**src/logic/digitizer_pkg.sv**
```systemverilog
//--------------------------------------------------------------------
// widths, opcodes and state codes shared by the digitizer core
// the command word holds the first received byte in bits 7:0
//--------------------------------------------------------------------
`default_nettype none

package digitizer_pkg;

	localparam int SAMPLE_W   = 12;                  // one adc sample, signed
	localparam int N_LANES    = 4;                   // samples per clock
	localparam int WORD_W     = N_LANES * SAMPLE_W;  // one buffer word
	localparam int BUF_ADDR_W = 10;                  // 1024 buffer words
	localparam int BEAT_W     = 32;                  // reply beat
	localparam int KEEP_W     = BEAT_W / 8;          // one keep bit per byte
	localparam int PAD_W      = BEAT_W / 2 - SAMPLE_W; // zero pad above a sample

	localparam logic [SAMPLE_W-1:0] SAMPLE_MIN = {1'b1, {(SAMPLE_W-1){1'b0}}}; // -2048
	localparam logic [SAMPLE_W-1:0] SAMPLE_MAX = {1'b0, {(SAMPLE_W-1){1'b1}}}; // 2047

	localparam logic [BEAT_W-1:0] VERSION = 32'd18; // firmware version

	// opcodes, first command byte
	localparam logic [7:0] OP_READOUT  = 8'd0;
	localparam logic [7:0] OP_ARM      = 8'd1;
	localparam logic [7:0] OP_VERSION  = 8'd2;
	localparam logic [7:0] OP_TRIG_SET = 8'd8;

	// trigger types
	localparam logic [7:0] TRIG_IMMEDIATE = 8'd0;
	localparam logic [7:0] TRIG_RISING    = 8'd1;
	localparam logic [7:0] TRIG_FALLING   = 8'd2;

	// acquisition states, codes seen by the host in the arm reply
	localparam logic [7:0] ACQ_IDLE        = 8'd0;
	localparam logic [7:0] ACQ_WAIT_LOW    = 8'd1;   // rising, wait below lower
	localparam logic [7:0] ACQ_WAIT_HIGH   = 8'd2;   // rising, time over upper
	localparam logic [7:0] ACQ_WAIT_HIGH_F = 8'd3;   // falling, wait above upper
	localparam logic [7:0] ACQ_WAIT_LOW_F  = 8'd4;   // falling, time under lower
	localparam logic [7:0] ACQ_POST        = 8'd250; // post-trigger recording
	localparam logic [7:0] ACQ_READY       = 8'd251; // event held for readout

	// command processor states
	localparam logic [2:0] CP_IDLE    = 3'd0;
	localparam logic [2:0] CP_REPLY   = 3'd1;
	localparam logic [2:0] CP_RD_WAIT = 3'd2;
	localparam logic [2:0] CP_RD_LOAD = 3'd3;
	localparam logic [2:0] CP_BEAT_LO = 3'd4;
	localparam logic [2:0] CP_BEAT_HI = 3'd5;

	// one 8-byte command word, three views selected by the opcode
	typedef union packed {
		struct packed {
			logic [31:0] length;    // bytes 7..4, byte count to read
			logic [23:0] rsvd;
			logic [7:0]  opcode;
		} readout;
		struct packed {
			logic [15:0] rsvd_hi;
			logic [15:0] post_len;  // bytes 5..4, words after trigger
			logic [15:0] rsvd_lo;
			logic [7:0]  trig_type; // byte 1
			logic [7:0]  opcode;
		} arm;
		struct packed {
			logic [15:0] rsvd_hi;
			logic [7:0]  tot;       // byte 5, time over threshold
			logic [7:0]  preoff_lo; // byte 4
			logic [5:0]  rsvd_lo;
			logic [1:0]  preoff_hi; // low bits of byte 3
			logic [7:0]  hyst;      // byte 2
			logic [7:0]  level;     // byte 1
			logic [7:0]  opcode;
		} settings;
	} cmd_word_u;

endpackage

`default_nettype wire

```
**src/logic/cmd_receiver.sv**
```systemverilog
//--------------------------------------------------------------------
// collects eight stream bytes into one command word
// a new command is accepted only after i_cmd_done
//--------------------------------------------------------------------
`timescale 1ns/1ps
`default_nettype none

module cmd_receiver (
	input  logic                     clk,
	input  logic                     rstn,
	input  logic                     i_rx_valid,
	input  logic [7:0]               i_rx_data,
	output logic                     o_rx_ready,
	output logic                     o_cmd_valid,
	output digitizer_pkg::cmd_word_u o_cmd,
	input  logic                     i_cmd_done
);

	logic [2:0] byte_cnt; // bytes taken of the current command
	logic       busy;     // command handed over, waiting for done
	logic       rx_fire;

	assign rx_fire = i_rx_valid & o_rx_ready;

	always_ff @(posedge clk or negedge rstn) begin
		if (!rstn) begin
			o_rx_ready  <= 1'b0;
			o_cmd_valid <= 1'b0;
			byte_cnt    <= '0;
			busy        <= 1'b0;
		end else begin
			o_cmd_valid <= 1'b0; // one cycle pulse
			if (rx_fire) begin
				byte_cnt <= byte_cnt + 3'd1; // wraps back to 0 after the eighth
				if (byte_cnt == 3'd7) begin
					o_rx_ready  <= 1'b0;
					o_cmd_valid <= 1'b1;
					busy        <= 1'b1;
				end
			end else if (i_cmd_done) begin
				busy       <= 1'b0;
				o_rx_ready <= 1'b1;
			end else if (!busy) begin
				o_rx_ready <= 1'b1; // first cycle out of reset
			end
		end
	end

	// shift in from the top, first byte ends up in bits 7:0
	always_ff @(posedge clk) begin
		if (rx_fire) o_cmd <= {i_rx_data, o_cmd[63:8]};
	end

endmodule

`default_nettype wire

```
**config.mk**
```make
export PLATFORM = sky130hd
export DESIGN_NAME = cmd_receiver
export DESIGN_NICKNAME = d
export VERILOG_FILES = /design/src/logic/digitizer_pkg.sv /design/src/logic/cmd_receiver.sv
export SDC_FILE = /design/constraint.sdc
export NUM_CORES = 1
export LEC_CHECK = 0
export ABC_CLOCK_PERIOD_IN_PS = 3100
export BUFFER_PORTS_ARGS = -buffer_cell sky130_fd_sc_hd__buf_2
export CAP_MARGIN = 20
export CORE_MARGIN = 3
export CORE_UTILIZATION = 40
export CTS_BUF_LIST = sky130_fd_sc_hd__clkbuf_2
export DETAILED_ROUTE_END_ITERATION = 10
export GPL_TIMING_DRIVEN = 0
export PLACE_DENSITY = 0.67
export SYNTH_ARGS = -nofsm -noshare
export SYNTH_HDL_FRONTEND = slang
export SYNTH_SLANG_ARGS = --single-unit
```
**constraint.sdc**
```tcl
create_clock -name clk -period 3.1 [get_ports clk]
set_clock_uncertainty 0.15 [all_clocks]
set_input_delay 0.775 -clock clk [delete_from_list [all_inputs] [get_ports clk]]
set_output_delay 0.775 -clock clk [all_outputs]
set_load 0.05 [all_outputs]
```
## After elaboration in Yosys (flattened, before gate mapping)

Index checks and enable logic that the tools add are counted.

| cells by class | value |
|---|---|
| add/sub/neg operators | 1 |
| equal/unequal tests | 3 |
| mux-type cells | 9 |
| bitwise operators | 1 |
| reductions and logical operators | 3 |

Operators with widths:

| cell | count |
|---|---|
| 2-to-1 mux 1 bit | 9 |
| AND reduction 2 bit | 2 |
| adder 3 x 1 -> 3 bit (second input constant) | 1 |
| == test 3 bit (second input constant) | 1 |
| inequality test 3 x 2 -> 1 bit (second input constant) | 1 |
| inequality test 2 x 1 -> 1 bit (second input constant) | 1 |
| nonzero test 2 bit | 1 |
| AND 1 bit | 1 |

| storage, ports and cells | value |
|---|---|
| bits in registers | 70 |
| bits of input ports | 12 |
| output and inout port bits | 66 |
| logic and storage cells | 22 |

## Depth between registers and ports, before layout

Gate-level depths: netlist (run 1).

| logic depth | value |
|---|---|
| depth after elaboration | 3 |
| gate-level depth with buffers | 4 |

## Worst setup path before layout (run 1)

Ideal clock, no wire load.

| timing | value |
|---|---|
| kind | input-to-reg |
| start point | in i_rx_valid |
| end point | reg o_cmd[0] (netlist bit) (enable) |
| library setup time | 418 ps |
| data arrival time | 2160 ps |
| required time | 2532 ps |
| setup slack | 372 ps |
| stages | 2 |
| buffers on the path | 0 |
| cell sequence | nand2_2 -> inv_1 |

| on the way | value |
|---|---|
| cells in the longest elaborated chain, start to end | 1 |

Ends and longest elaborated chain:

| what | line | RTL |
|---|---|---|
| start: declaration | cmd_receiver.sv:11 | `input logic i_rx_valid,` |
| AND 1 bit | cmd_receiver.sv:23 | `assign rx_fire = i_rx_valid & o_rx_ready;` |
| via rx_fire | cmd_receiver.sv:21 | `logic rx_fire;` |
| end signal: assignment | cmd_receiver.sv:51 | `if (rx_fire) o_cmd <= {i_rx_data, o_cmd[63:8]};` |
| end: declaration | cmd_receiver.sv:15 | `output digitizer_pkg::cmd_word_u o_cmd,` |

The timed path passes the listed nets, and every way through them passes these cells.
A chain may end at the register's enable or synchronous reset.

## Worst setup path in the final report (run 1)

| timing | value |
|---|---|
| start point | reg o_rx_ready |
| end point | out o_rx_ready |

RTL lines:

| what | line | RTL |
|---|---|---|
| start: declaration | cmd_receiver.sv:13 | `output logic o_rx_ready,` |
| start signal: assignment | cmd_receiver.sv:27 | `o_rx_ready <= 1'b0;` |
| start signal: assignment | cmd_receiver.sv:36 | `o_rx_ready <= 1'b0;` |
| start signal: assignment | cmd_receiver.sv:42 | `o_rx_ready <= 1'b1;` |

No word-level cell between the ends.

==> results.yml, run 1 <==
cts:
  path_clk_slew_ps: 170
  post-cts-setup-buffer-count: 0
  numClockSinks: 70
  cts_root_buf: "clkbuf_2"
  clock_path_buffers: 2
  cts_buffers: 9
  tritoncts: "done"
  htree_levels: 3
  clock_latency_ps: 440
power_and_ir_drop:
  p_switching_uw: 916.5
  p_comb_frac: 0.296
  power.share.clock: 0.159
  power_density_nw_per_um2: 869.0
  ir_drop_v: 0.0003770
  internal_power_uw: 1479
  leakage_uw: 0.001119
  p_seq_frac: 0.545
  switching_share: 0.3826
critical_path:
  cp.required_ps: 2170
  cp_slowest_cell: "dfrtp_1"
  path_buf_inv: 1
  path_class: "flip-flop to output port"
  r2r-end: "o_cmd[42]$_DFFE_PP_"
  timing.rr.start: "o_rx_ready$_DFFE_PN0P_"
  r2r_setup_slack_ps: 1310
  cp_top_family: "flip-flops"
  end_kind: "output port"
  crit_chain: "buf_2"
  max_stage_delay_ps: 450
  r2r_cells: 3
  crit_arrival_ps: 1190
  start_kind: "flip-flop"
  path_max_fanout: 5
logic_synthesis:
  synth_nets: 96
  synth_top_cell_by_area: "edfxtp_1"
  ys_async_sr_fraction: 0.08571
  synth.most_common_cell: "edfxtp_1"
  synthFlopType: "edfxtp_1"
  synthDistinctLibCells: 12
  synth_warnings: 0
  synthCells: 82
  ys_seq_area_frac: 0.9528
  avgSynthCellArea_um2: 26.52
  synth_commonest_cells: "edfxtp_1, dfrtp_1, ha_1, mux2_4"
  syn-cell-area_um2: 2175
  synth_area_leaders: "edfxtp_1, dfrtp_1, mux2_4"
  synth_top_area_share: 0.8838
  synth_edf_count: 64
  ys_ff_latch: 70
route:
  num_vias: 1121
  via_per_inst: 4.538
  wirelength_um: 3568
  ant_nets: 0
  first_pass_iters: 5
  wire_per_inst_um: 14.45
  drt_iter0_markers: 87
  drc: 0
floorplanning:
  ios: 78
  start_util: 0.4204
  die_h_um: 79.73
  core_um2: 5172
  rows: 26
  die-area_um2: 6357
  dieWidth_um: 79.73
grt:
  use_met1: 0.1424
  grtUsageTotal: 0.1246
  antenna_found_initial: 0
  met2_usage: 0.1853
  busiest_layer: "met2"
  grt-ovfl-total: 0
  grtUsageMet3: 0.04966
  grt_pass1_vias: 1192
  grt_first_pass_wirelength_um: 5671
  grt_max_degree: 39
timing:
  timing.hold.ws_ps: 315.0
  slew_violations: 0
  worst_pin_slew_ps: 576.8
  rsz0062_at_grt: "false"
  min_period_over_period: 0.6830
  slew_headroom: 0.6149
  setup_violations: 0
  worst_slack_ps: 982.6
  tns_ps: 0
  post-route-min-period_ps: 2117
  fmax_ghz: 0.4723
  hold_violations: 0
worst_hold_path:
  hp-start: "o_cmd[22]$_DFFE_PP_"
  hp-class: "flip-flop to flip-flop"
  min_to: "o_cmd[14]$_DFFE_PP_"
  hold_path_depth: 0
placed_design:
  gp_congestion: 0.6731
  place_ws_ps: 841.6
  port_buffers: 77
cells_and_area:
  diodes: 0
  drive_gt1_frac: 0.5367
  final.fill_count: 431
  syn2layout_area_growth_pct: 26.75
  seqCellArea_um2: 2072
  nets: 186
  multiInputGateArea_um2: 98.84
flow_run:
  cap_violations: 0
status:
  status: "completed"
==> placed cells by master, fill, tap and decap left out, types with 2 or more instances in the layout <==
| master | count |
|---|---|
| edfxtp_1 | 64 |
| ha_1 | 2 |
| mux2_4 | 2 |
| clkbuf_2 | 10 |
| buf_2 | 77 |
| clkinv_2 | 2 |
| clkinv_1 | 3 |
| dfrtp_1 | 6 |
==> worst max-delay path by stage <==
| stage | slack [ps] | to | from | depth (start not counted) |
|---|---|---|---|---|
| 4_1_cts | 920 | o_rx_ready | o_rx_ready$_DFFE_PN0P_ | 1 |
| 6_report | 980 | o_rx_ready | o_rx_ready$_DFFE_PN0P_ | 1 |
| 3_5_place_dp | 840 | o_cmd[40]$_DFFE_PP_ | i_rx_valid | 4 |
| 2_1_floorplan | 370 | o_cmd[0]$_DFFE_PP_ | i_rx_valid | 2 |
| 5_1_grt | 850 | o_rx_ready | o_rx_ready$_DFFE_PN0P_ | 1 |
| 3_3_place_gp | -120 | o_cmd[56]$_DFFE_PP_ | i_rx_valid | 3 |
==> layer usage <==
metal	share of wire	wire length, um
met5	0	0
met4	0.022	80
met3	0.094	336
met2	0.48	1696
met1	0.41	1454
==> per-stage QoR <==
stage                     utilization  total power [uW]  area [um2]  instances
after floorplan                     -              1867        2175         82
after detailed placement       0.5157              2044        2668        230
final                          0.5329              2395        2756        247
after global placement         0.5119              2011        2648        229
after CTS                      0.5329              2432        2756        247
after global routing           0.5329              2514        2756        247
==> power by group through the flow <==
stage	clock [uW]	combinational (uW)	sequential (uW)
global placement	0	687	1320
CTS	408	714	1310
detailed placement	0	714	1330
finish	382	708	1310
global route	448	738	1330
floorplan	0	105	1760
==> cell families after synthesis <==
| kind of cell | synth area share |
|---|---|
| DFF | 0.9528 |
| and+or+nand+nor | 0.01094 |
| AOI/OAI and AO/OA | 0.005178 |
| muxes | 0.01381 |
| adders and majority gates | 0.01151 |
| xor gates and xnor gates | 0.004028 |
| buffers and inverters | 0.001724 |
==> registers in the layout (all words and copies together), names as in the netlist <==
register	flops
byte_cnt	3
o_rx_ready	1
o_cmd	64
o_cmd_valid	1
busy	1
==> final cells by class <==
cell class,instances,share of cell area
multi-input combinational,11,0.03586
clock inverter,6,0.01044
clock buffer,10,0.01816
sequential,70,0.7517
timing repair buffer,79,0.1507
tap,70,0.03177
inverter,1,0.001362
==> repair_timing <==
| action | 4_1_cts | 5_1_grt |
|---|---|---|
| resized for setup | 0 | 0 |
| endpoints found under the hold margin | 6 | 0 |
| hold buffers | 1 | 0 |
Note: power is estimated with default switching activity, not from simulation.
==> run 2: changes to the inputs <==
Settings changed: ABC_CLOCK_PERIOD_IN_PS 3100 to 1800, PLACE_DENSITY 0.67 to 0.69.
Clock period 3.1 ns to 1.8 ns, I/O delays scaled along.
==> run 2 against run 1 <==
  * Via count is 8.6% higher
  * Cell count is 12% higher
  * Worst hold slack worse by 140 ps
  * Power is 88% higher
  * Clock-buffer cell count stayed put
  * Cell area is 16% higher
  * Largest cell class unchanged
  * Critical path type unchanged
  * Global-route usage is 0.65 points higher
  * Critical endpoint is now o_cmd[53]
  * Wire length is 16% higher
  * Critical path depth stayed put
  * Die area stayed put
  * Register-to-register slack worse by 1200 ps
==> results.yml, run 2 (synthesis results as in run 1) <==
cells_and_area:
  drive_gt1_frac: 0.5680
  layout_commonest_cell: "edfxtp_1"
  largest_register_ffs: 64
  diodes: 0
  regMostFlops: "o_cmd"
  final.fill_count: 380
  syn2layout_area_growth_pct: 47.18
  reg.largest.list: "o_cmd: 64 flops, byte_cnt: 3 flops"
  fin_util: 0.6188
  layout_common_cells: "edfxtp_1, buf_4, buf_2, buf_6"
  nets: 215
grt:
  grtUsageTotal: 0.1311
  grt-ovfl-total: 0
  grt_pass1_vias: 1200
  grt_first_pass_wirelength_um: 5899
  grt_max_degree: 43
  antenna_found_initial: 0
floorplanning:
  rows: 26
  core_um2: 5172
  die-area_um2: 6357
  ios: 78
  dieWidth_um: 79.73
  die_h_um: 79.73
  start_util: 0.4204
timing:
  tns_ps: 0
  rsz0062_at_grt: "true"
  min_period_over_period: 0.9504
  post-route-min-period_ps: 1711
  hold_violations: 0
  fmax_ghz: 0.5846
  slew_violations: 0
  worst_pin_slew_ps: 509.2
  setup_violations: 0
  slew_headroom: 0.6587
critical_path:
  max_stage_delay_ps: 390
  crit_chain: "buf_2"
  path_class: "flip-flop to output port"
  crit_arrival_ps: 1110
  cp_top_family: "flip-flops"
  cp.required_ps: 1200
  start_kind: "flip-flop"
  path_max_fanout: 2
  cp_slowest_cell: "edfxtp_1"
  r2r_setup_slack_ps: 160
  path_buf_inv: 1
  end_kind: "output port"
route:
  wire_per_inst_um: 15.02
  wirelength_um: 4145
  num_vias: 1217
  ant_nets: 0
  drt_iter0_markers: 58
  first_pass_iters: 4
  drc: 0
  via_per_inst: 4.409
placed_design:
  dp_hpwl_um: 2612
  port_buffers: 77
  gp_congestion: 0.7078
cts:
  clock_path_buffers: 2
  path_clk_slew_ps: 180
  clock_latency_ps: 460
  tritoncts: "done"
  cts_root_buf: "clkbuf_2"
  cts_buffers: 9
  numClockSinks: 70
  htree_levels: 3
power_and_ir_drop:
  power_density_nw_per_um2: 1409
  leakage_uw: 0.001320
  ir_drop_v: 0.0007406
flow_run:
  cap_violations: 0
worst_hold_path:
  hp-class: "input port to asynchronous set/reset pin"
status:
  status: "completed"
## run 2: cell count changes in the layout (fill, tap and decap cells not counted), moves of 5 or more
cell,change
buf_2,-42
buf_4,+38
buf_6,+18
clkbuf_4,+5
dlygate4sd3_1,+9
## run 2: worst paths after layout
check	start	end	cells past startpoint
setup reg to reg	o_rx_ready$_DFFE_PN0P_	o_cmd[18]$_DFFE_PP_	3
min in group clk	i_rx_valid	o_cmd_valid$_DFF_PN0_	2
hold / removal	rstn	o_rx_ready$_DFFE_PN0P_	2
setup / recovery	o_cmd[53]$_DFFE_PP_	o_cmd[53]	1
hold reg to reg	o_cmd[21]$_DFFE_PP_	o_cmd[13]$_DFFE_PP_	0
max in group asynchronous	rstn	o_rx_ready$_DFFE_PN0P_	2
## run 2: stage by stage
step	worst slack, ps	hold WS (ps)	power (uW)	instances	instance area [um2]
after floorplan	-329.1	4.409	3218	82	2185
after global placement	-650.8	117.9	3465	229	2658
after detailed placement	-138.9	128.1	3524	230	2678
after CTS	3.104	103.5	4372	257	2892
after global routing	-11.46	104.2	4711	276	3201
final	89.37	178.9	4511	276	3201
## run 2: metal layers
metal  routed length, um  up-vias  track usage  part of all wire
met1                1604      573       0.1476              0.39
li1                    -      562            -                 -
met2                1983       70       0.1937              0.48
met5                   0        -            0                 0
met3                 439       12      0.05756              0.11
met4                 118        0       0.1030             0.028
## run 2: cell type report
class | instances | area [um2] | share of cell area
Timing Repair Buffer | 107 | 820.8 | 0.2565
Timing Repair inverter | 1 | 5.005 | 0.001564
Tap cell | 70 | 87.58 | 0.02737
Clock buffer | 10 | 50.05 | 0.01564
Clock inverter | 6 | 52.55 | 0.01642
Multi-Input combinational cell | 11 | 103.9 | 0.03245
Sequential cell | 70 | 2073 | 0.6478
Inverter | 1 | 7.507 | 0.002346
## run 2: timing repair
item | 4_1_cts | 5_1_grt
hold buffers | 10 | 0
buffers inserted | 0 | 19
resized for setup | 2 | 94
cloned | 1 | 0
setup endpoints to repair | 43 | 42
hold endpoints to repair | 15 | 0
## run 2: power breakdown
part / leakage [uW] / total (uW) / internal, uW / switching (uW)
clock network: 0.0000705 / 812 / 312 / 500
registers: 0.000694 / 2260 / 2120 / 139
logic: 0.000555 / 1440 / 441 / 995
total: 0.00132 / 4510 / 2880 / 1630
==> run 3: changes to the inputs <==
Settings changed: ABC_AREA from default to 1, ABC_CLOCK_PERIOD_IN_PS 1800 to 2200, PLACE_DENSITY 0.69 to 0.67.
Clock period 1.8 ns to 2.2 ns, I/O delays scaled along.
==> run 3 against run 2 <==
  * Non-clock buffer count fell by 28
  * Cell area down 14%
  * Sequential power down 22%
  * Worst hold slack worse by 58 ps
  * Sequential share of layout area grew 10 points
  * Utilization down 8.8 points
  * Largest cell class unchanged
==> results.yml, run 3 <==
cells_and_area:
  final_cells: 257
  fin_util: 0.5308
  largest_register_ffs: 64
  regMostFlops: "o_cmd"
  final.fill_count: 434
  drive_gt1_frac: 0.4973
  syn2layout_area_growth_pct: 26.53
  multiInputGateArea_um2: 88.84
  reg.largest.list: "o_cmd: 64 flops, byte_cnt: 3 flops"
  diodes: 0
  layout_common_cells: "buf_2, edfxtp_1, clkbuf_2, nand2_1, dfrtp_1"
  layout_commonest_cell: "buf_2"
  nets: 196
  seqCellArea_um2: 2072
critical_path:
  cp.required_ps: 1500
  crit_arrival_ps: 1140
  end_kind: "output port"
  crit_chain: "buf_2"
  cp_slowest_cell: "dfrtp_1"
  start_kind: "flip-flop"
  path_buf_inv: 1
  cp_top_family: "flip-flops"
  max_stage_delay_ps: 430
  worst-path-stages: 1
  path_class: "flip-flop to output port"
  r2r_cells: 3
  path_max_fanout: 4
timing:
  tns_ps: 0
  worst_slack_ps: 360.0
  min_period_over_period: 0.8364
  slew_violations: 0
  worst_pin_slew_ps: 616.9
  slew_headroom: 0.5881
  setup_violations: 0
  post-route-min-period_ps: 1840
  hold_violations: 0
  fmax_ghz: 0.5435
  rsz0062_at_grt: "false"
placed_design:
  port_buffers: 77
  dp_cells: 240
  place_ws_ps: 154.8
  dp_hpwl_um: 2688
  gp_congestion: 0.6793
cts:
  clock_path_buffers: 2
  tritoncts: "done"
  path_clk_slew_ps: 170
  cts_root_buf: "clkbuf_2"
  cts_buffers: 9
  postCtsResizedCells: 0
  clock_latency_ps: 440
  post-cts-setup-buffer-count: 0
  htree_levels: 3
  numClockSinks: 70
grt:
  grt_first_pass_wirelength_um: 6065
  antenna_found_initial: 0
  grtUsageTotal: 0.1314
  grt-ovfl-total: 0
  grt_max_degree: 38
  grt_pass1_vias: 1265
floorplanning:
  die_h_um: 79.88
  start_util: 0.4195
  rows: 26
  die-area_um2: 6381
  dieWidth_um: 79.88
  core_um2: 5205
  ios: 78
route:
  first_pass_iters: 5
  drc: 0
  wire_per_inst_um: 14.75
  wirelength_um: 3792
  drt_iter0_markers: 54
  ant_nets: 0
  num_vias: 1170
  via_per_inst: 4.553
logic_synthesis:
  syn-cell-area_um2: 2183
  synth_warnings: 0
  synth_edf_count: 64
  ys_seq_area_frac: 0.9490
  synthFlopType: "edfxtp_1"
  synth_nets: 106
  ys_async_sr_fraction: 0.08571
  synth_top_area_share: 0.8802
  synth.most_common_cell: "edfxtp_1"
  synthDistinctLibCells: 11
  synth_commonest_cells: "edfxtp_1, nand2_1, dfrtp_1, inv_1"
  synth_area_leaders: "edfxtp_1, dfrtp_1, nand2_1"
  ys_ff_latch: 70
  synth_top_cell_by_area: "edfxtp_1"
  synthCells: 92
  avgSynthCellArea_um2: 23.73
worst_hold_path:
  hp-class: "input port to flip-flop"
  hold_path_depth: 1
power_and_ir_drop:
  p_comb_frac: 0.253
  internal_power_uw: 1968
  power_density_nw_per_um2: 1112
  leakage_uw: 0.001162
  ir_drop_v: 0.0004477
  switching_share: 0.3593
  power.share.clock: 0.175
  p_seq_frac: 0.572
  p_switching_uw: 1103
status:
  status: "completed"
flow_run:
  cap_violations: 0
## run 3: area by class of cell
class                           count  area share
Clock buffer                       12     0.02174
Clock inverter                      4    0.005888
Inverter                            6    0.008152
Multi-Input combinational cell     16     0.03216
Sequential cell                    70      0.7500
Tap cell                           70     0.03170
Timing Repair Buffer               79      0.1504
## run 3: per-layer routing
| layer | share of wire | vias up | GRT usage |
|---|---|---|---|
| met5 | 0 | - | 0 |
| met3 | 0.12 | 14 | 0.06208 |
| met1 | 0.35 | 550 | 0.1309 |
| met4 | 0.040 | 0 | 0.1115 |
| li1 | - | 525 | - |
| met2 | 0.49 | 81 | 0.2045 |
## run 3: path summary, 6_finish.rpt
path                                             start                       to  slack (ps)
worst max-delay path            o_rx_ready$_DFFE_PN0P_               o_rx_ready         360
worst min-delay path                      i_rx_data[4]      o_cmd[60]$_DFFE_PP_         120
worst max register to register  o_rx_ready$_DFFE_PN0P_      o_cmd[43]$_DFFE_PP_         410
worst min register to register     o_cmd[43]$_DFFE_PP_      o_cmd[35]$_DFFE_PP_         290
max in group asynchronous                         rstn  byte_cnt[0]$_DFFE_PN0P_        1420
min in group asynchronous                         rstn    o_cmd_valid$_DFF_PN0_         310
## run 3: logic make-up after synthesis
logic type	after synthesis	share of synthesized area
DFF	70	0.9490
and+or+nand+nor	12	0.02292
buffers and inverters	6	0.01031
adders and majority gates	2	0.01146
AOI/OAI and AO/OA	1	0.002290
xor gates and xnor gates	1	0.004012
## run 3: power groups by stage
stage	Sequential, uW	Clock, uW	Combinational, uW
floorplan	2260	0	108
global placement	1780	0	751
detailed placement	1790	0	783
CTS	1760	573	785
global route	1790	631	819
finish	1760	538	776
## run 3: per-stage QoR
stage | hold slack [ps] | total power [uW] | instance area [um2]
after floorplan | 104.4 | 2369 | 2183
after global placement | 219.5 | 2528 | 2656
after detailed placement | 226.9 | 2575 | 2676
after CTS | 56.81 | 3119 | 2763
after global routing | 49.18 | 3236 | 2763
final | 120.9 | 3071 | 2763
## run 3: repair_timing
item | in CTS | in global routing
endpoints found under the setup margin | 0 | 0
hold buffers | 1 | 0
endpoints found under the hold margin | 6 | 0
