`src/logic/digitizer_pkg.sv`:
```
//--------------------------------------------------------------------
// widths, opcodes and state codes shared by the digitizer core
// the command word holds the first received byte in bits 7:0
//--------------------------------------------------------------------
`default_nettype none

package digitizer_pkg;

	localparam int SAMPLE_W   = 12;                  // one adc sample, signed
	localparam int N_LANES    = 4;                   // samples per clock
	localparam int WORD_W     = N_LANES * SAMPLE_W;  // one buffer word
	localparam int BUF_ADDR_W = 10;                  // 1024 buffer words
	localparam int BEAT_W     = 32;                  // reply beat
	localparam int KEEP_W     = BEAT_W / 8;          // one keep bit per byte
	localparam int PAD_W      = BEAT_W / 2 - SAMPLE_W; // zero pad above a sample

	localparam logic [SAMPLE_W-1:0] SAMPLE_MIN = {1'b1, {(SAMPLE_W-1){1'b0}}}; // -2048
	localparam logic [SAMPLE_W-1:0] SAMPLE_MAX = {1'b0, {(SAMPLE_W-1){1'b1}}}; // 2047

	localparam logic [BEAT_W-1:0] VERSION = 32'd18; // firmware version

	// opcodes, first command byte
	localparam logic [7:0] OP_READOUT  = 8'd0;
	localparam logic [7:0] OP_ARM      = 8'd1;
	localparam logic [7:0] OP_VERSION  = 8'd2;
	localparam logic [7:0] OP_TRIG_SET = 8'd8;

	// trigger types
	localparam logic [7:0] TRIG_IMMEDIATE = 8'd0;
	localparam logic [7:0] TRIG_RISING    = 8'd1;
	localparam logic [7:0] TRIG_FALLING   = 8'd2;

	// acquisition states, codes seen by the host in the arm reply
	localparam logic [7:0] ACQ_IDLE        = 8'd0;
	localparam logic [7:0] ACQ_WAIT_LOW    = 8'd1;   // rising, wait below lower
	localparam logic [7:0] ACQ_WAIT_HIGH   = 8'd2;   // rising, time over upper
	localparam logic [7:0] ACQ_WAIT_HIGH_F = 8'd3;   // falling, wait above upper
	localparam logic [7:0] ACQ_WAIT_LOW_F  = 8'd4;   // falling, time under lower
	localparam logic [7:0] ACQ_POST        = 8'd250; // post-trigger recording
	localparam logic [7:0] ACQ_READY       = 8'd251; // event held for readout

	// command processor states
	localparam logic [2:0] CP_IDLE    = 3'd0;
	localparam logic [2:0] CP_REPLY   = 3'd1;
	localparam logic [2:0] CP_RD_WAIT = 3'd2;
	localparam logic [2:0] CP_RD_LOAD = 3'd3;
	localparam logic [2:0] CP_BEAT_LO = 3'd4;
	localparam logic [2:0] CP_BEAT_HI = 3'd5;

	// one 8-byte command word, three views selected by the opcode
	typedef union packed {
		struct packed {
			logic [31:0] length;    // bytes 7..4, byte count to read
			logic [23:0] rsvd;
			logic [7:0]  opcode;
		} readout;
		struct packed {
			logic [15:0] rsvd_hi;
			logic [15:0] post_len;  // bytes 5..4, words after trigger
			logic [15:0] rsvd_lo;
			logic [7:0]  trig_type; // byte 1
			logic [7:0]  opcode;
		} arm;
		struct packed {
			logic [15:0] rsvd_hi;
			logic [7:0]  tot;       // byte 5, time over threshold
			logic [7:0]  preoff_lo; // byte 4
			logic [5:0]  rsvd_lo;
			logic [1:0]  preoff_hi; // low bits of byte 3
			logic [7:0]  hyst;      // byte 2
			logic [7:0]  level;     // byte 1
			logic [7:0]  opcode;
		} settings;
	} cmd_word_u;

endpackage

`default_nettype wire

```
`src/logic/cmd_processor.sv`:
```
//--------------------------------------------------------------------
// decodes one command at a time and streams the reply beats
// readout sends two beats per buffer word, lanes 1/0 then 3/2
// unknown opcodes are dropped without a reply
//--------------------------------------------------------------------
`timescale 1ns/1ps
`default_nettype none

module cmd_processor (
	input  logic                                      clk,
	input  logic                                      rstn,
	input  logic                                      i_cmd_valid,
	input  digitizer_pkg::cmd_word_u                  i_cmd,
	output logic                                      o_cmd_done,
	// acquisition control and status
	output logic                                      o_arm,
	output logic [7:0]                                o_trig_type,
	output logic signed [digitizer_pkg::SAMPLE_W-1:0] o_lower_thresh,
	output logic signed [digitizer_pkg::SAMPLE_W-1:0] o_upper_thresh,
	output logic [7:0]                                o_tot,
	output logic [15:0]                               o_post_len,
	output logic                                      o_readout_done,
	input  logic [7:0]                                i_acq_state,
	input  logic [7:0]                                i_event_count,
	input  logic [digitizer_pkg::BUF_ADDR_W-1:0]      i_trig_addr,
	// buffer read port
	output logic                                      o_rd_en,
	output logic [digitizer_pkg::BUF_ADDR_W-1:0]      o_rd_addr,
	input  logic [digitizer_pkg::WORD_W-1:0]          i_rd_data,
	// reply stream
	output logic                                      o_tx_valid,
	output logic [digitizer_pkg::BEAT_W-1:0]          o_tx_data,
	output logic [digitizer_pkg::KEEP_W-1:0]          o_tx_keep,
	output logic                                      o_tx_last,
	input  logic                                      i_tx_ready
);

	localparam int SW = digitizer_pkg::SAMPLE_W;
	localparam int PW = digitizer_pkg::PAD_W;

	logic [2:0]  state;
	logic [31:0] bytes_left;  // includes the beat on the bus
	logic        final_beat;
	logic [digitizer_pkg::BUF_ADDR_W-1:0] pre_offset; // words shown before the trigger
	logic [SW-1:0] level_x;   // settings level, widened
	logic [SW-1:0] hyst_x;    // settings hysteresis, widened
	logic [digitizer_pkg::BEAT_W-1:0] beat_lo;  // lanes 1 and 0
	logic [digitizer_pkg::BEAT_W-1:0] beat_hi;  // lanes 3 and 2

	assign level_x = {4'd0, i_cmd.settings.level};
	assign hyst_x  = {4'd0, i_cmd.settings.hyst};
	assign beat_lo = {{PW{1'b0}}, i_rd_data[1*SW +: SW], {PW{1'b0}}, i_rd_data[0*SW +: SW]};
	assign beat_hi = {{PW{1'b0}}, i_rd_data[3*SW +: SW], {PW{1'b0}}, i_rd_data[2*SW +: SW]};

	// keep and last follow the remaining byte count, stable while stalled
	assign final_beat = (bytes_left <= 32'd4);
	assign o_tx_last  = final_beat;
	always_comb begin
		case (bytes_left)
			32'd1:   o_tx_keep = 4'b0001;
			32'd2:   o_tx_keep = 4'b0011;
			32'd3:   o_tx_keep = 4'b0111;
			default: o_tx_keep = 4'b1111;
		endcase
	end

	always_ff @(posedge clk or negedge rstn) begin
		if (!rstn) begin
			state          <= digitizer_pkg::CP_IDLE;
			o_cmd_done     <= 1'b0;
			o_arm          <= 1'b0;
			o_readout_done <= 1'b0;
			o_rd_en        <= 1'b0;
			o_tx_valid     <= 1'b0;
			o_tx_data      <= '0;
			o_rd_addr      <= '0;
			bytes_left     <= '0;
			pre_offset     <= '0;
			o_trig_type    <= '0;
			o_lower_thresh <= '0;
			o_upper_thresh <= '0;
			o_tot          <= '0;
			o_post_len     <= '0;
		end else begin
			o_cmd_done     <= 1'b0; // pulses
			o_arm          <= 1'b0;
			o_readout_done <= 1'b0;
			case (state)
				digitizer_pkg::CP_IDLE: if (i_cmd_valid) begin
					bytes_left <= 32'd4; // one word reply by default
					o_tx_valid <= 1'b1;
					state      <= digitizer_pkg::CP_REPLY;
					case (i_cmd.readout.opcode)
						digitizer_pkg::OP_READOUT: begin
							bytes_left <= i_cmd.readout.length;
							o_tx_valid <= 1'b0;
							o_rd_addr  <= i_trig_addr - pre_offset; // ring wrap
							if (i_cmd.readout.length == 32'd0) begin
								o_cmd_done     <= 1'b1; // nothing to send
								o_readout_done <= 1'b1;
								state          <= digitizer_pkg::CP_IDLE;
							end else begin
								o_rd_en <= 1'b1;
								state   <= digitizer_pkg::CP_RD_WAIT;
							end
						end
						digitizer_pkg::OP_ARM: begin
							o_trig_type <= i_cmd.arm.trig_type;
							o_post_len  <= i_cmd.arm.post_len;
							if (i_acq_state == digitizer_pkg::ACQ_IDLE) o_arm <= 1'b1;
							o_tx_data <= {i_event_count, 16'd0, i_acq_state}; // status
						end
						digitizer_pkg::OP_VERSION: o_tx_data <= digitizer_pkg::VERSION;
						digitizer_pkg::OP_TRIG_SET: begin
							o_lower_thresh <= ((level_x - hyst_x - 12'd128) << 4) + 12'd8;
							o_upper_thresh <= ((level_x + hyst_x - 12'd128) << 4) + 12'd8;
							pre_offset <= {i_cmd.settings.preoff_hi, i_cmd.settings.preoff_lo};
							o_tot      <= i_cmd.settings.tot;
							o_tx_data  <= {24'd0, digitizer_pkg::OP_TRIG_SET}; // echo 8
						end
						default: begin
							o_tx_valid <= 1'b0; // unknown, no reply
							o_cmd_done <= 1'b1;
							state      <= digitizer_pkg::CP_IDLE;
						end
					endcase
				end
				digitizer_pkg::CP_REPLY: if (i_tx_ready) begin
					o_tx_valid <= 1'b0;
					o_cmd_done <= 1'b1;
					bytes_left <= '0;
					state      <= digitizer_pkg::CP_IDLE;
				end
				digitizer_pkg::CP_RD_WAIT: begin
					o_rd_en <= 1'b0; // buffer samples the address this cycle
					state   <= digitizer_pkg::CP_RD_LOAD;
				end
				digitizer_pkg::CP_RD_LOAD: begin
					o_tx_data  <= beat_lo;
					o_tx_valid <= 1'b1;
					state      <= digitizer_pkg::CP_BEAT_LO;
				end
				digitizer_pkg::CP_BEAT_LO, digitizer_pkg::CP_BEAT_HI: if (i_tx_ready) begin
					bytes_left <= bytes_left - 32'd4;
					if (final_beat) begin
						bytes_left     <= '0;
						o_tx_valid     <= 1'b0;
						o_cmd_done     <= 1'b1;
						o_readout_done <= 1'b1; // release the held event
						state          <= digitizer_pkg::CP_IDLE;
					end else if (state == digitizer_pkg::CP_BEAT_LO) begin
						o_tx_data <= beat_hi; // same word, upper lanes
						state     <= digitizer_pkg::CP_BEAT_HI;
					end else begin
						o_tx_valid <= 1'b0;
						o_rd_addr  <= o_rd_addr + 1'b1; // next word
						o_rd_en    <= 1'b1;
						state      <= digitizer_pkg::CP_RD_WAIT;
					end
				end
				default: state <= digitizer_pkg::CP_IDLE;
			endcase
		end
	end

endmodule

`default_nettype wire

```
`config.mk`:
```
export PLATFORM = sky130hd
export DESIGN_NAME = cmd_processor
export DESIGN_NICKNAME = d
export VERILOG_FILES = /design/src/logic/digitizer_pkg.sv /design/src/logic/cmd_processor.sv
export SDC_FILE = /design/constraint.sdc
export NUM_CORES = 1
export LEC_CHECK = 0
export BUFFER_PORTS_ARGS = -buffer_cell sky130_fd_sc_hd__buf_2
export CAP_MARGIN = 20
export CELL_PAD_IN_SITES_DETAIL_PLACEMENT = 0
export CELL_PAD_IN_SITES_GLOBAL_PLACEMENT = 1
export CORE_AREA = 5 5 207 109
export CTS_BUF_LIST = sky130_fd_sc_hd__clkbuf_16
export DETAILED_ROUTE_END_ITERATION = 12
export DIE_AREA = 0 0 212 114
export GPL_TIMING_DRIVEN = 1
export HOLD_SLACK_MARGIN = 0.1
export PLACE_DENSITY = 0.87
export SYNTH_ARGS = -nofsm -noshare
export SYNTH_HDL_FRONTEND = slang
export SYNTH_SLANG_ARGS = --single-unit
```
`constraint.sdc`:
```
create_clock -name clk -period 3.2 [get_ports clk]
set_input_delay 0.16 -clock clk [delete_from_list [all_inputs] [get_ports clk]]
set_output_delay 0.16 -clock clk [all_outputs]
set_load 0.1 [all_outputs]
```
* Word-level counts from Yosys, hierarchy flattened *
Cells that the tools add are included.

cells by class
  add/sub/neg operators = 9
  multiply operators = 0
  divide/modulo/power cells = 0
  $lt $le $gt $ge = 1
  equality and inequality tests = 21
  shifts and indexed selects = 0
  mux-type cells = 55
  bitwise logic cells = 0
  reductions and logical operators = 19

operators with widths
  cell                   count
  $mux 32                9
  $pmux 32 s3            3
  $eq 32x2->1 const B    2
  $mux 10                5
  $eq 32x1->1 const B    1
  $le 32x3->1 const B    1
  $logic_not 32->1       1
  $sub 32x3->32 const B  1
  $add 12x4->12 const B  2
  $mux 1                 23
  $pmux 10 s2            1
  $logic_not 8->1        2
  $sub 8x8->8 const B    2
  $mux 3                 5
  $pmux 3 s5             1
  $ne 2x2->1 const B     7
  $pmux 4 s3             1
  $reduce_and 6->1       2
  $add 10x1->10 const B  1
  $sub 10x10->10         1
  $reduce_and 3->1       3
  $reduce_bool 3->1      3
  $add 8x8->8            1
  $eq 8x1->1 const B     1
  other kinds (22)       26

word-level totals
  bits in registers = 148
  bits in latches = 0
  memory bits (writable) = 0
  ROM bits = 0
  input bits = 142
  logic and storage cells = 120
  memories = 0

* Logic depth before layout (Yosys ltp) *
Gate-level depths: netlist of run 1.

  depth after elaboration = 5
  gate-level depth with buffers = 10
  mapped depth without buffers = 10

* Worst setup path after synthesis of run 1 *
OpenSTA, ideal clock, no wires.

  kind = reg2reg
  from = register bytes_left[14]
  to = register o_tx_data[24] (netlist name)
  arrival time = 3.113 ns
  required time = 3.070 ns
  slack = -0.043 ns
  stages on the path, launching flop included = 10
  buffers on the path = 3
  period minus slack after synthesis = 3.243 ns
  path through = dfrtp_1 -> or4_1 -> or4_1 -> buf_2 -> nor3_4 -> a2bb2oi_1 -> buf_2 -> buf_2 -> nor2_1 -> a21oi_1

between the ends
  word-level cells in the longest chain between the ends = 3

RTL lines
  element                     line                  RTL
  start, declared             cmd_processor.sv:42   logic [31:0] bytes_left;
  start signal, assigned      cmd_processor.sv:95   bytes_left <= i_cmd.readout.length;
  start signal, assigned      cmd_processor.sv:144  bytes_left <= bytes_left - 32'd4;
  $le 32x3->1                 cmd_processor.sv:56   assign final_beat = (bytes_left <= 32'd4);
  via o_tx_last               cmd_processor.sv:34   output logic o_tx_last,
  $ne 2x2->1 (no line)        --
  $reduce_and 6->1 (no line)  --
  end signal, assigned        cmd_processor.sv:111  o_tx_data <= {i_event_count, 16'd0, i_acq_state};
  end signal, assigned        cmd_processor.sv:113  digitizer_pkg::OP_VERSION: o_tx_data <= digitizer_pkg::VERSION;
  end signal, assigned        cmd_processor.sv:119  o_tx_data <= {24'd0, digitizer_pkg::OP_TRIG_SET};
  end, declared               cmd_processor.sv:32   output logic [digitizer_pkg::BEAT_W-1:0] o_tx_data,

The timed path passes the listed nets, and every way through them passes these cells.
A chain may end at the register's enable or synchronous reset.

* Worst setup path in the final report of run 1 *
  from = register bytes_left[14]
  to = output port o_tx_last

between the ends
  word-level cells in the longest chain between the ends = 1

RTL lines
  element        line
  $le 32x3->1    cmd_processor.sv:56
  end, declared  cmd_processor.sv:34

No other way between the ends.

==> results of run 1 <==
[synthesized netlist by cell type (4+ instances only)]
library cell | number | share of area, %
a221o_1 | 10 | 1.3
nor2_1 | 63 | 3.0
dfrtp_1 | 136 | 43
nor4_1 | 26 | 2.1
mux2_2 | 46 | 6.6
xnor2_1 | 11 | 1.2
a21oi_1 | 64 | 4.1
o21ai_0 | 66 | 4.2
xor2_1 | 9 | 1.0
or4_1 | 5 | 0.48
nor3_1 | 22 | 1.4
buf_2 | 10 | 0.64
a21o_1 | 8 | 0.76
nor2b_1 | 4 | 0.32
or2_2 | 6 | 0.48
a32oi_1 | 7 | 0.78
nor3b_1 | 5 | 0.48
nand2_1 | 60 | 2.9
a211oi_1 | 5 | 0.48
nand4_1 | 6 | 0.48
nand2b_1 | 6 | 0.48
ha_1 | 39 | 6.2
and2_1 | 5 | 0.40
or3_1 | 7 | 0.56
o21ai_1 | 6 | 0.38
nand3_1 | 16 | 1.0
a22oi_1 | 16 | 1.5
a222oi_1 | 9 | 1.1
clkbuf_1 | 26 | 1.2
buf_4 | 15 | 1.4
a22o_1 | 5 | 0.56
inv_1 | 42 | 2.0
[registers in the layout (all words and copies together), names as in the netlist]
name	flops
o_readout_done	1
o_arm	1
state	3
o_rd_addr	10
o_tx_valid	1
pre_offset	10
o_post_len	16
o_tx_data	28
o_lower_thresh	9
o_trig_type	8
o_rd_en	1
o_upper_thresh	7
bytes_left	32
o_cmd_done	1
o_tot	8
[final cells by class]
cell class / instances / area [um^2] / area share, %
diodes: 1 / 2.502 / 0.02300
clock buffers: 17 / 425.4 / 3.910
clock inverters: 14 / 141.4 / 1.299
inverters: 42 / 157.7 / 1.449
multi-input cells: 600 / 4094 / 37.63
flip-flops and latches: 136 / 3403 / 31.28
well taps: 280 / 350.3 / 3.220
repair buffers: 347 / 2306 / 21.19
[power by group through the flow]
stage | Sequential, mW | Combinational (mW) | Clock (mW)
floorplan | 2.87 | 0.482 | 0
global placement | 1.95 | 1.78 | 0
detailed placement | 1.96 | 1.79 | 0
CTS | 1.93 | 1.87 | 2.01
global route | 1.95 | 1.98 | 2.08
finish | 1.93 | 1.88 | 1.97
[worst min-delay path by stage]
stage	slack [ns]	end	depth (start not counted)
4_1_cts	0.11	o_tot[7]	2
6_report	0.11	o_tot[7]	2
5_1_grt	0.11	pre_offset[5]	2
3_3_place_gp	0.20	o_rd_addr[8]	1
2_1_floorplan	-0.14	bytes_left[0]	0
3_5_place_dp	0.20	o_rd_addr[8]	1
[stage by stage]
stage	std cells	hold slack [ns]	util, %	worst slack, ns
floorplan	835	-0.1356	-	-0.007907
global placement	1311	0.1951	44.86	0.3094
detailed placement	1311	0.1962	44.86	0.2942
CTS	1436	0.1090	52.09	0.002261
global route	1436	0.1115	52.12	-0.005580
finish	1437	0.1116	52.13	0.1098
[critical path, cell delays in order (launching register included)]
cell	delay (ns)
dfrtp_1	0.41
or4_1	0.54
or4_1	0.68
nor3_4	0.49
buf_4	0.38
[placed cells by master (no fill, tap or decap), types with 15 or more instances in the layout]
cell type	count
nand2_1	60
nor2_1	63
nor4_1	26
o21ai_0	66
a22oi_1	16
mux2_2	46
buf_4	19
dfrtp_1	136
nand3_1	15
inv_1	44
clkbuf_16	17
a21oi_1	63
nor3_1	21
buf_2	230
ha_1	39
dlygate4sd3_1	94
[cell families after synthesis]
group | after synthesis | synth area share, %
other | 2 | 0.09533
flip-flops | 136 | 43.20
multiplexers | 48 | 6.830
AND/OR/NAND/NOR | 244 | 15.44
AO/OA/AOI/OAI | 235 | 19.36
XOR/XNOR | 20 | 2.224
adder cells (fa/ha/maj) | 42 | 6.957
buffers and inverters | 99 | 5.893
[routing by layer]
metal / part of all wire (%) / routed length, um / vias to the layer above
met5: 0.050 / 13 / -
met4: 1.2 / 315 / 2
li1: - / - / 3639
met3: 9.2 / 2401 / 24
met1: 47 / 12280 / 3664
met2: 42 / 11040 / 299
[what timing repair did]
item	CTS	global route
gates resized for setup	1	1
endpoints found under the hold margin	159	0
hold buffers	94	0
endpoints found under the setup margin	1	3
==> summary.txt, run 1 <==
Outcome
  • Status: finished clean

Placed design
  • IO Port Bufs: 232
  • HPWL after DPL: 18250 um
  • RD Place Congestion: 0.8450
  • Post-DP Area: 9363 um^2

GRT
  • Total GRT Usage: 21.42%
  • GRT overflow: 0
  • Initial antenna violation count: 1
  • Busiest grt layer: met1
  • Met1 Track Usage GR: 31.34%
  • Pin count of the biggest net entering global routing: 72
  • Number of global-route vias before repair: 7471
  • Routing usage on met2: 30.93%
  • Met3 Usage GRT: 6.870%
  • First-pass GRT wire length: 40930 um

Worst setup path
  • R2r worst-path depth: 6
  • Setup crit end kind: output pin
  • Setup crit start kind: register
  • R2R setup slack: 0.25 ns
  • FF-to-FF End: bytes_left[26]
  • Data arrival, critical path: 2.93 ns
  • CP Class: register to output pin
  • Reg2reg start: bytes_left[14]
  • Required time of the critical path: 3.04 ns
  • Worst-path fanout max: 8
  • Crit path from: bytes_left[14]
  • Worst Setup EP: o_tx_last

Power
  • Internal power: 3.474 mW
  • Design Power: 5.774 mW
  • Combinational share of power: 32.5%
  • LEAKAGE: 5.443 nW
  • VDD IR max: 0.3863 mV
  • Net Sw Power: 2.300 mW
  • Cell Pwr Density: 530.7 nW/um^2
  • Switching Fraction: 39.83%
  • Sequential fraction of design power: 33.4%
  • Clk pwr share: 34.1%

STA
  • Clock Skews: 0.01028 ns
  • Worst slew margin: 28.74%
  • Setup tns final: 0 ns
  • Max-slew violations: 0
  • Peak Freq: 323.6 MHz
  • Final period util: 96.57%
  • Worst Max-Slew Pin Slew: 1.067 ns
  • Final min period: 3.090 ns
  • Final setup vio count: 0
  • Final Hold Viols: 0
  • RSZ-0062 raised after global routing: true

Cells and area
  • Fin area: 10880 um^2
  • Nets: 1328
  • # fillers: 1912
  • Area Growth Syn to Fin: 38.12%
  • Share of layout cells above drive strength 1: 29.50%

Detailed routing
  • DRT Pass-1 Iters: 9
  • Remaining antenna violation count: 0
  • Avg WL per Cell: 18.13 um
  • DR iter-0 viols: 516
  • Vias per cell: 5.308
  • Final wirelength: 26050 um
  • Drc violations: 0
  • DR vias: 7628

Die
  • Initial core utilization: 37.74%
  • Core Area: 20870 um^2
  • Die Height: 114 um
  • Die Area: 24170 um^2
  • Row Count: 38
  • # IOs: 250
  • Die width: 212 um

Job
  • Max cap viols: 0

Yosys
  • Main synth FF type: dfrtp_1
  • EDFF count, synth: 0
  • Async set-reset flop share out of synthesis: 100.0%
  • Cell area after synthesis: 7878 um^2
  • Syn_area_per_cell: 9.537 um^2
  • Number of synthesized register bits: 136
  • Distinct cell type count after synthesis: 67
  • Synthesis Warnings: 0
  • Sequential area share after synthesis: 43.20%
  • Post-synthesis instance total: 826

Clock network
  • Sinks on Clock Net: 136
  • Clock transition at the registers of the reported paths: 0.06 ns
  • CTS tree: built
  • Post-CTS setup buffers: 0
  • Root Driver: clkbuf_16
  • H-tree depth: 4
  • CTS max path bufs: 2
  • Clk_lat worst skew: 0.42 ns
  • Num CTS Buffers: 17

Worst hold path
  • Hold_sp: i_cmd[47]
  • Hold crit path type: input port to register
No activity file was read; power rests on OpenSTA's default activity.
==> run 2: changes to the inputs <==
--- a/config.mk
+++ b/config.mk
@@ -7,7 +7,7 @@
 export LEC_CHECK = 0
 export BUFFER_PORTS_ARGS = -buffer_cell sky130_fd_sc_hd__buf_2
 export CAP_MARGIN = 20
-export CELL_PAD_IN_SITES_DETAIL_PLACEMENT = 0
+export CELL_PAD_IN_SITES_DETAIL_PLACEMENT = 1
 export CELL_PAD_IN_SITES_GLOBAL_PLACEMENT = 1
 export CORE_AREA = 5 5 207 109
 export CTS_BUF_LIST = sky130_fd_sc_hd__clkbuf_16
==> run 2 against run 1 <==
Sequential power is essentially flat; critical endpoint is now o_tx_keep[3]; clock skew increased by 0.010 ns; non-clock buffer count increased by 5; worst hold slack got worse by 0.0041 ns; setup slack improved by 0.0093 ns; highest routed layer unchanged; utilization up 0.38 points; clock-buffer cell count unchanged; clock power increased by 3%; largest power group unchanged.
==> summary.txt, run 2 (synthesis gave the netlist of run 1 again) <==
Outcome
  • Status: finished clean (unchanged)

Detailed routing
  • Final wirelength: 31420 um (was 26050 um)
  • Avg WL per Cell: 21.76 um (was 18.13 um)
  • Post-Route M1 WL: 13570 um (was 12280 um)
  • WL met3: 2653 um (was 2401 um)
  • Drc violations: 0 (unchanged)
  • Vias per cell: 5.602 (was 5.308)
  • Max Used Layer: met5 (unchanged)
  • DR iter-0 viols: 509 (was 516)
  • Wire length on met2: 14450 um (was 11040 um)
  • Remaining antenna violation count: 0 (unchanged)
  • DR vias: 8090 (was 7628)
  • DRT Pass-1 Iters: 6 (was 9)

Cells and area
  • Area used by multi-input combinational logic: 4094 um^2 (unchanged)
  • Most frequent cells in the layout: 230 x buf_2, 136 x dfrtp_1, 95 x dlygate4sd3_1 (was 230 x buf_2, 136 x dfrtp_1, 94 x dlygate4sd3_1)
  • Nets: 1333 (was 1328)
  • Finished Layout Cells: 1444 (was 1437)
  • Number of flip-flops in the largest register: 32 (unchanged)
  • FF+latch area: 3403 um^2 (unchanged)
  • Share of layout cells above drive strength 1: 30.03% (was 29.50%)
  • Most flops, register: bytes_left (unchanged)
  • Most common cell after layout, fill and taps aside: buf_2 (unchanged)
  • Area Growth Syn to Fin: 39.14% (was 38.12%)
  • Top Registers: bytes_left: 32 flops, o_tx_data: 28 flops, o_post_len: 16 flops (unchanged)
  • Post-layout util: 52.51% (was 52.13%)
  • # fillers: 2407 (was 1912)

Worst setup path
  • WP buf/inv: 1 (unchanged)
  • Most Frequent Cell on Critical Path: or4_1 (unchanged)
  • Worst-path fanout max: 6 (was 8)
  • CP Class: register to output pin (unchanged)
  • Crit path cell chain: or4_1 > or4_1 > nor3_2 > o21ai_0 > buf_2 (was or4_1 > or4_1 > nor3_4 > buf_4)
  • Reg2reg start: bytes_left[14] (unchanged)
  • Slowest cell on crit path: or4_1 (unchanged)
  • Worst path top cell family by delay: simple AND/OR/NAND/NOR gates (unchanged)
  • Worst path max stage delay: 0.68 ns (about the same)
  • Data arrival, critical path: 2.92 ns (was 2.93 ns)
  • Required time of the critical path: 3.04 ns (about the same)
  • Setup crit end kind: output pin (unchanged)
  • R2R setup slack: 0.24 ns (was 0.25 ns)
  • Setup crit start kind: register (unchanged)
  • FF-to-FF End: bytes_left[26] (unchanged)
  • R2r worst-path depth: 6 (unchanged)

Worst hold path
  • Hold_sp: i_rd_data[4] (was i_cmd[47])
  • Hold Path End: o_tx_data[4] (was o_tot[7])
  • Hold crit path type: input port to register (unchanged)
  • Hold path depth: 3 (was 2)

STA
  • Worst Max-Slew Pin Slew: 0.8479 ns (was 1.067 ns)
  • Clock Skews: 0.02051 ns (was 0.01028 ns)
  • Worst slew margin: 43.25% (was 28.74%)
  • Final hold slack: 0.1076 ns (was 0.1116 ns)
  • Final setup vio count: 0 (unchanged)
  • Peak Freq: 324.6 MHz (was 323.6 MHz)
  • Final period util: 96.28% (was 96.57%)
  • Final Hold Viols: 0 (unchanged)
  • Final min period: 3.081 ns (was 3.090 ns)
  • Max-slew violations: 0 (unchanged)
  • RSZ-0062 raised after global routing: false (was true)

Clock network
  • Num CTS Buffers: 17 (unchanged)
  • CTS tree: built (unchanged)
  • Clock transition at the registers of the reported paths: 0.06 ns (about the same)
  • Sinks on Clock Net: 136 (unchanged)
  • CTS max path bufs: 2 (unchanged)
  • Clk_lat worst skew: 0.43 ns (was 0.42 ns)
  • Root Driver: clkbuf_16 (unchanged)
  • H-tree depth: 4 (unchanged)

Die
  • Initial core utilization: 37.74% (unchanged)
  • Die width: 212 um (unchanged)
  • Die Area: 24170 um^2 (unchanged)
  • Core Area: 20870 um^2 (unchanged)
  • # IOs: 250 (unchanged)
  • Row Count: 38 (unchanged)
  • Die Height: 114 um (unchanged)

GRT
  • First-pass GRT wire length: 49050 um (was 40930 um)
  • Number of global-route vias before repair: 8658 (was 7471)
  • GRT overflow: 0 (unchanged)
  • Pin count of the biggest net entering global routing: 72 (unchanged)
  • Total GRT Usage: 25.95% (was 21.42%)
  • Initial antenna violation count: 3 (was 1)

Power
  • VDD IR max: 0.3811 mV (was 0.3863 mV)
  • Clk pwr share: 34.3% (was 34.1%)
  • Design Power: 5.926 mW (was 5.774 mW)
  • Internal power: 3.507 mW (was 3.474 mW)
  • Switching Fraction: 40.82% (was 39.83%)
  • Cell Pwr Density: 540.7 nW/um^2 (was 530.7 nW/um^2)
  • Combinational share of power: 33.0% (was 32.5%)
  • Sequential fraction of design power: 32.7% (was 33.4%)
  • Net Sw Power: 2.419 mW (was 2.300 mW)
  • LEAKAGE: 5.476 nW (was 5.443 nW)

Placed design
  • HPWL after DPL: 20840 um (was 18250 um)
  • IO Port Bufs: 232 (unchanged)
  • DP Cell Count: 1311 (unchanged)
  • RD Place Congestion: 0.8450 (unchanged)

Job
  • Max cap viols: 0 (unchanged)
-- run 2: cell types whose count changed in the layout (fill, tap and decap cells not counted), sizes merged --
cell         before  now
clkinvlp          1    3
diode             1    2
buf             253  257
dlygate4sd3      94   95
clkinv            8    7
-- run 2: through the flow --
stage | setup slack [ns] | cell area [um^2] | TNS, ns
6_report | 0.1191 | 10960 | 0
5_1_grt | 0.01636 | 10960 | 0
4_1_cts | 0.09552 | 10900 | 0
3_5_place_dp | 0.2874 | 9363 | 0
3_3_place_gp | 0.3094 | 9363 | 0
2_1_floorplan | -0.007907 | 7924 | -0.04222
-- run 2: power groups by stage --
stage                     Clock, mW  Combinational (mW)  Sequential [mW]
after floorplan                   0               0.482             2.87
after global placement            0                1.78             1.95
after detailed placement          0                1.82             1.96
after CTS                      2.06                1.91             1.93
after global routing           2.16                2.05             1.95
final                          2.03                1.95             1.94
-- run 2: timing repair --
item,in CTS,in global routing
setup endpoints to repair,2,1
hold buffers,94,1
pin swaps,0,1
buffers inserted,0,3
resized for setup,2,0
hold endpoints to repair,158,3
-- run 2: how the worst max path moves through the flow --
stage | startpoint | endpoint | depth (start not counted)
detailed placement | bytes_left[14] | bytes_left[26] | 6
global route | bytes_left[14] | o_tx_keep[3] | 5
floorplan | bytes_left[14] | o_tx_data[24] | 9
finish | bytes_left[14] | o_tx_keep[3] | 5
CTS | bytes_left[14] | o_tx_last | 4
global placement | bytes_left[14] | bytes_left[26] | 6
-- run 2: layout make-up --
cell class,count,area share [%]
repair buffers,352,21.55
well taps,280,3.196
diodes,2,0.04566
flip-flops and latches,136,31.05
clock inverters,15,1.484
multi-input cells,600,37.35
clock buffers,17,3.881
inverters,42,1.438
-- run 2: per-layer routing --
metal / vias to the layer above / GRT usage, %
li1: 3649 / -
met2: 299 / 40.36
met5: - / 0
met1: 4081 / 34.84
met4: 2 / 7.719
met3: 59 / 8.464
-- run 2: worst register-to-register path: cells and delay by family (launching register included) --
| family | cells | cell delay, ns |
|---|---|---|
| buf+inv | 1 | 0.25 |
| simple gates | 2 | 1.22 |
| flops | 1 | 0.42 |
| compound gates | 3 | 0.96 |
==> run 3: changes to the inputs <==
==> config.mk (replaced) <==
export PLATFORM = sky130hd
export DESIGN_NAME = cmd_processor
export DESIGN_NICKNAME = d
export VERILOG_FILES = /design/src/logic/digitizer_pkg.sv /design/src/logic/cmd_processor.sv
export SDC_FILE = /design/constraint.sdc
export NUM_CORES = 1
export LEC_CHECK = 0
export BUFFER_PORTS_ARGS = -buffer_cell sky130_fd_sc_hd__buf_2
export CELL_PAD_IN_SITES_DETAIL_PLACEMENT = 1
export CELL_PAD_IN_SITES_GLOBAL_PLACEMENT = 1
export CORE_AREA = 5 5 205 108
export CTS_BUF_LIST = sky130_fd_sc_hd__clkbuf_4
export DETAILED_ROUTE_END_ITERATION = 12
export DIE_AREA = 0 0 210 113
export GPL_TIMING_DRIVEN = 1
export HOLD_SLACK_MARGIN = 0.1
export PLACE_DENSITY = 0.88
export REMOVE_ABC_BUFFERS = 1
export SYNTH_ARGS = -nofsm -noshare
export SYNTH_HDL_FRONTEND = slang
export SYNTH_SLANG_ARGS = --single-unit
==> run 3 against run 2 <==
Die area shrank 1.8%; sequential share of layout area grew 0.54 points; worst hold slack gained 0.11 ns; clock-buffer cell count grew 2; sequential power is essentially flat; routed wire length grew 1.1%; first-iteration DRC count grew 28%; via count grew 0.36%; final cell count grew 0.28%; largest cell class unchanged.
==> summary.txt, run 3 (synthesis gave the netlist of run 1 again) <==
Clock network
  • Num CTS Buffers: 17 (unchanged)
  • H-tree depth: 4 (unchanged)
  • CTS max path bufs: 2 (unchanged)
  • Clock transition at the registers of the reported paths: 0.12 ns (was 0.06 ns)
  • Root Driver: clkbuf_4 (was clkbuf_16)
  • Clk_lat worst skew: 0.54 ns (was 0.43 ns)
  • CTS tree: built (unchanged)
  • Sinks on Clock Net: 136 (unchanged)

Power
  • VDD IR max: 0.2395 mV (was 0.3811 mV)
  • LEAKAGE: 5.387 nW (was 5.476 nW)
  • Cell Pwr Density: 481.1 nW/um^2 (was 540.7 nW/um^2)
  • Design Power: 5.182 mW (was 5.926 mW)

Worst setup path
  • R2R setup slack: 0.31 ns (was 0.24 ns)
  • Crit path from: bytes_left[14] (unchanged)
  • Worst-path fanout max: 6 (unchanged)
  • Setup crit start kind: register (unchanged)
  • Setup crit end kind: output pin (unchanged)
  • Data arrival, critical path: 2.78 ns (was 2.92 ns)
  • FF-to-FF End: o_tx_data[0] (was bytes_left[26])
  • Worst Setup EP: o_tx_keep[3] (unchanged)
  • R2r worst-path depth: 6 (unchanged)
  • Required time of the critical path: 3.04 ns (about the same)
  • CP Class: register to output pin (unchanged)
  • Reg2reg start: state[0] (was bytes_left[14])

STA
  • Final period util: 91.79% (was 96.28%)
  • Setup tns final: 0 ns (unchanged)
  • Peak Freq: 340.4 MHz (was 324.6 MHz)
  • Final min period: 2.937 ns (was 3.081 ns)
  • Max-slew violations: 0 (unchanged)
  • Worst Max-Slew Pin Slew: 1.119 ns (was 0.8479 ns)
  • Clock Skews: 0.02924 ns (was 0.02051 ns)
  • Setup ws final: 0.2627 ns (was 0.1191 ns)
  • Final setup vio count: 0 (unchanged)
  • Worst slew margin: 25.27% (was 43.25%)
  • RSZ-0062 raised after global routing: false (unchanged)
  • Final Hold Viols: 0 (unchanged)

Die
  • Die Height: 113 um (was 114 um)
  • # IOs: 250 (unchanged)
  • Die Area: 23730 um^2 (was 24170 um^2)
  • Row Count: 37 (was 38)
  • Die width: 210 um (was 212 um)
  • Initial core utilization: 39.21% (was 37.74%)
  • Core Area: 20090 um^2 (was 20870 um^2)

Cells and area
  • Most flops, register: bytes_left (unchanged)
  • Most common cell after layout, fill and taps aside: buf_2 (unchanged)
  • Finished Layout Cells: 1448 (was 1444)
  • Share of layout cells above drive strength 1: 29.73% (was 30.03%)
  • Area Growth Syn to Fin: 36.75% (was 39.14%)
  • Top Registers: bytes_left: 32 flops, o_tx_data: 28 flops, o_post_len: 16 flops (unchanged)
  • Nets: 1347 (was 1333)
  • FF+latch area: 3403 um^2 (unchanged)
  • Area used by multi-input combinational logic: 4100 um^2 (was 4094 um^2)
  • Number of flip-flops in the largest register: 32 (unchanged)
  • # fillers: 2369 (was 2407)
  • Fin area: 10770 um^2 (was 10960 um^2)
  • Most frequent cells in the layout: 230 x buf_2, 136 x dfrtp_1, 107 x dlygate4sd3_1 (was 230 x buf_2, 136 x dfrtp_1, 95 x dlygate4sd3_1)

Placed design
  • DP Cell Count: 1309 (was 1311)
  • Dpl ws: 0.3015 ns (was 0.2874 ns)
  • Post-DP Area: 9375 um^2 (was 9363 um^2)
  • HPWL after DPL: 20730 um (was 20840 um)
  • IO Port Bufs: 232 (unchanged)
  • RD Place Congestion: 0.8787 (was 0.8450)

Detailed routing
  • Avg WL per Cell: 21.93 um (was 21.76 um)
  • Vias per cell: 5.607 (was 5.602)
  • DR iter-0 viols: 653 (was 509)
  • Drc violations: 0 (unchanged)
  • DR vias: 8119 (was 8090)
  • Remaining antenna violation count: 0 (unchanged)
  • Final wirelength: 31750 um (was 31420 um)
  • DRT Pass-1 Iters: 5 (was 6)

GRT
  • First-pass GRT wire length: 50050 um (was 49050 um)
  • GRT overflow: 0 (unchanged)
  • Pin count of the biggest net entering global routing: 82 (was 72)
  • Initial antenna violation count: 1 (was 3)
  • Number of global-route vias before repair: 8803 (was 8658)
  • Total GRT Usage: 26.60% (was 25.95%)

Outcome
  • Status: finished clean (unchanged)

Worst hold path
  • Hold crit path type: input port to register (unchanged)

Job
  • Max cap viols: 0 (unchanged)
run 3: cell count changes in the layout (fill, tap and decap cells not counted), sizes merged:
cell,delta
buf,+2
bufinv,+1
clkbuf,+2
clkinv,-2
clkinvlp,-1
diode,-1
dlygate4sd3,+12
inv,-2
run 3: what timing repair did:
| action | 4_1_cts | 5_1_grt |
|---|---|---|
| setup buffers | 1 | 0 |
| endpoints found under the hold margin | 188 | 0 |
| pin swaps | 1 | 0 |
| hold buffers | 107 | 0 |
| gates resized for setup | 2 | 2 |
| endpoints found under the setup margin | 2 | 3 |
| cloned | 0 | 0 |
run 3: cell type report:
class                      instances  share of cell area [%]
multi-input combinational        600                   38.06
sequential                       136                   31.59
timing repair buffer             366                   22.92
tap                              273                   3.171
inverter                          42                   1.463
clock inverter                    11                   1.452
clock buffer                      19                   1.324
antenna                            1                 0.02323
run 3: worst min-delay path by stage:
stage	start	to	slack, ns	depth (start not counted)
5_1_grt	i_cmd_valid	state[1]	0.18	4
3_3_place_gp	rstn	bytes_left[25]	0.26	1
2_1_floorplan	rstn	bytes_left[0]	-0.14	0
4_1_cts	i_cmd[3]	o_tx_data[4]	0.11	4
3_5_place_dp	rstn	bytes_left[25]	0.27	1
6_report	i_cmd[23]	o_lower_thresh[11]	0.21	5
run 3: power breakdown:
group	total [mW]	internal [mW]	leakage (nW)	switching [mW]
Clock	1.29	0.619	0.157	0.673
Sequential	1.94	1.85	1.84	0.0882
Combinational	1.95	0.439	3.39	1.51
Total	5.18	2.91	5.39	2.27
run 3: layer usage:
layer / GRT usage [%] / wire [um] / vias to the layer above
met3: 6.842 / 2059 / 63
met1: 34.33 / 13680 / 4099
met5: 0 / 0 / -
li1: - / - / 3676
met2: 44.36 / 15190 / 281
met4: 8.254 / 826 / 0
run 3: through the flow:
step	hold WS, ns	utilization, %
2_1_floorplan	-0.1356	-
3_3_place_gp	0.2613	46.66
3_5_place_dp	0.2657	46.66
4_1_cts	0.1103	53.56
5_1_grt	0.1843	53.62
6_report	0.2135	53.62
run 3: worst max-delay path, stage by stage (launching register included):
cell     delay (ns)
dfrtp_1        0.45
or4_1          0.56
or4_4          0.57
nor3_2         0.23
o21ai_0        0.13
buf_2          0.31
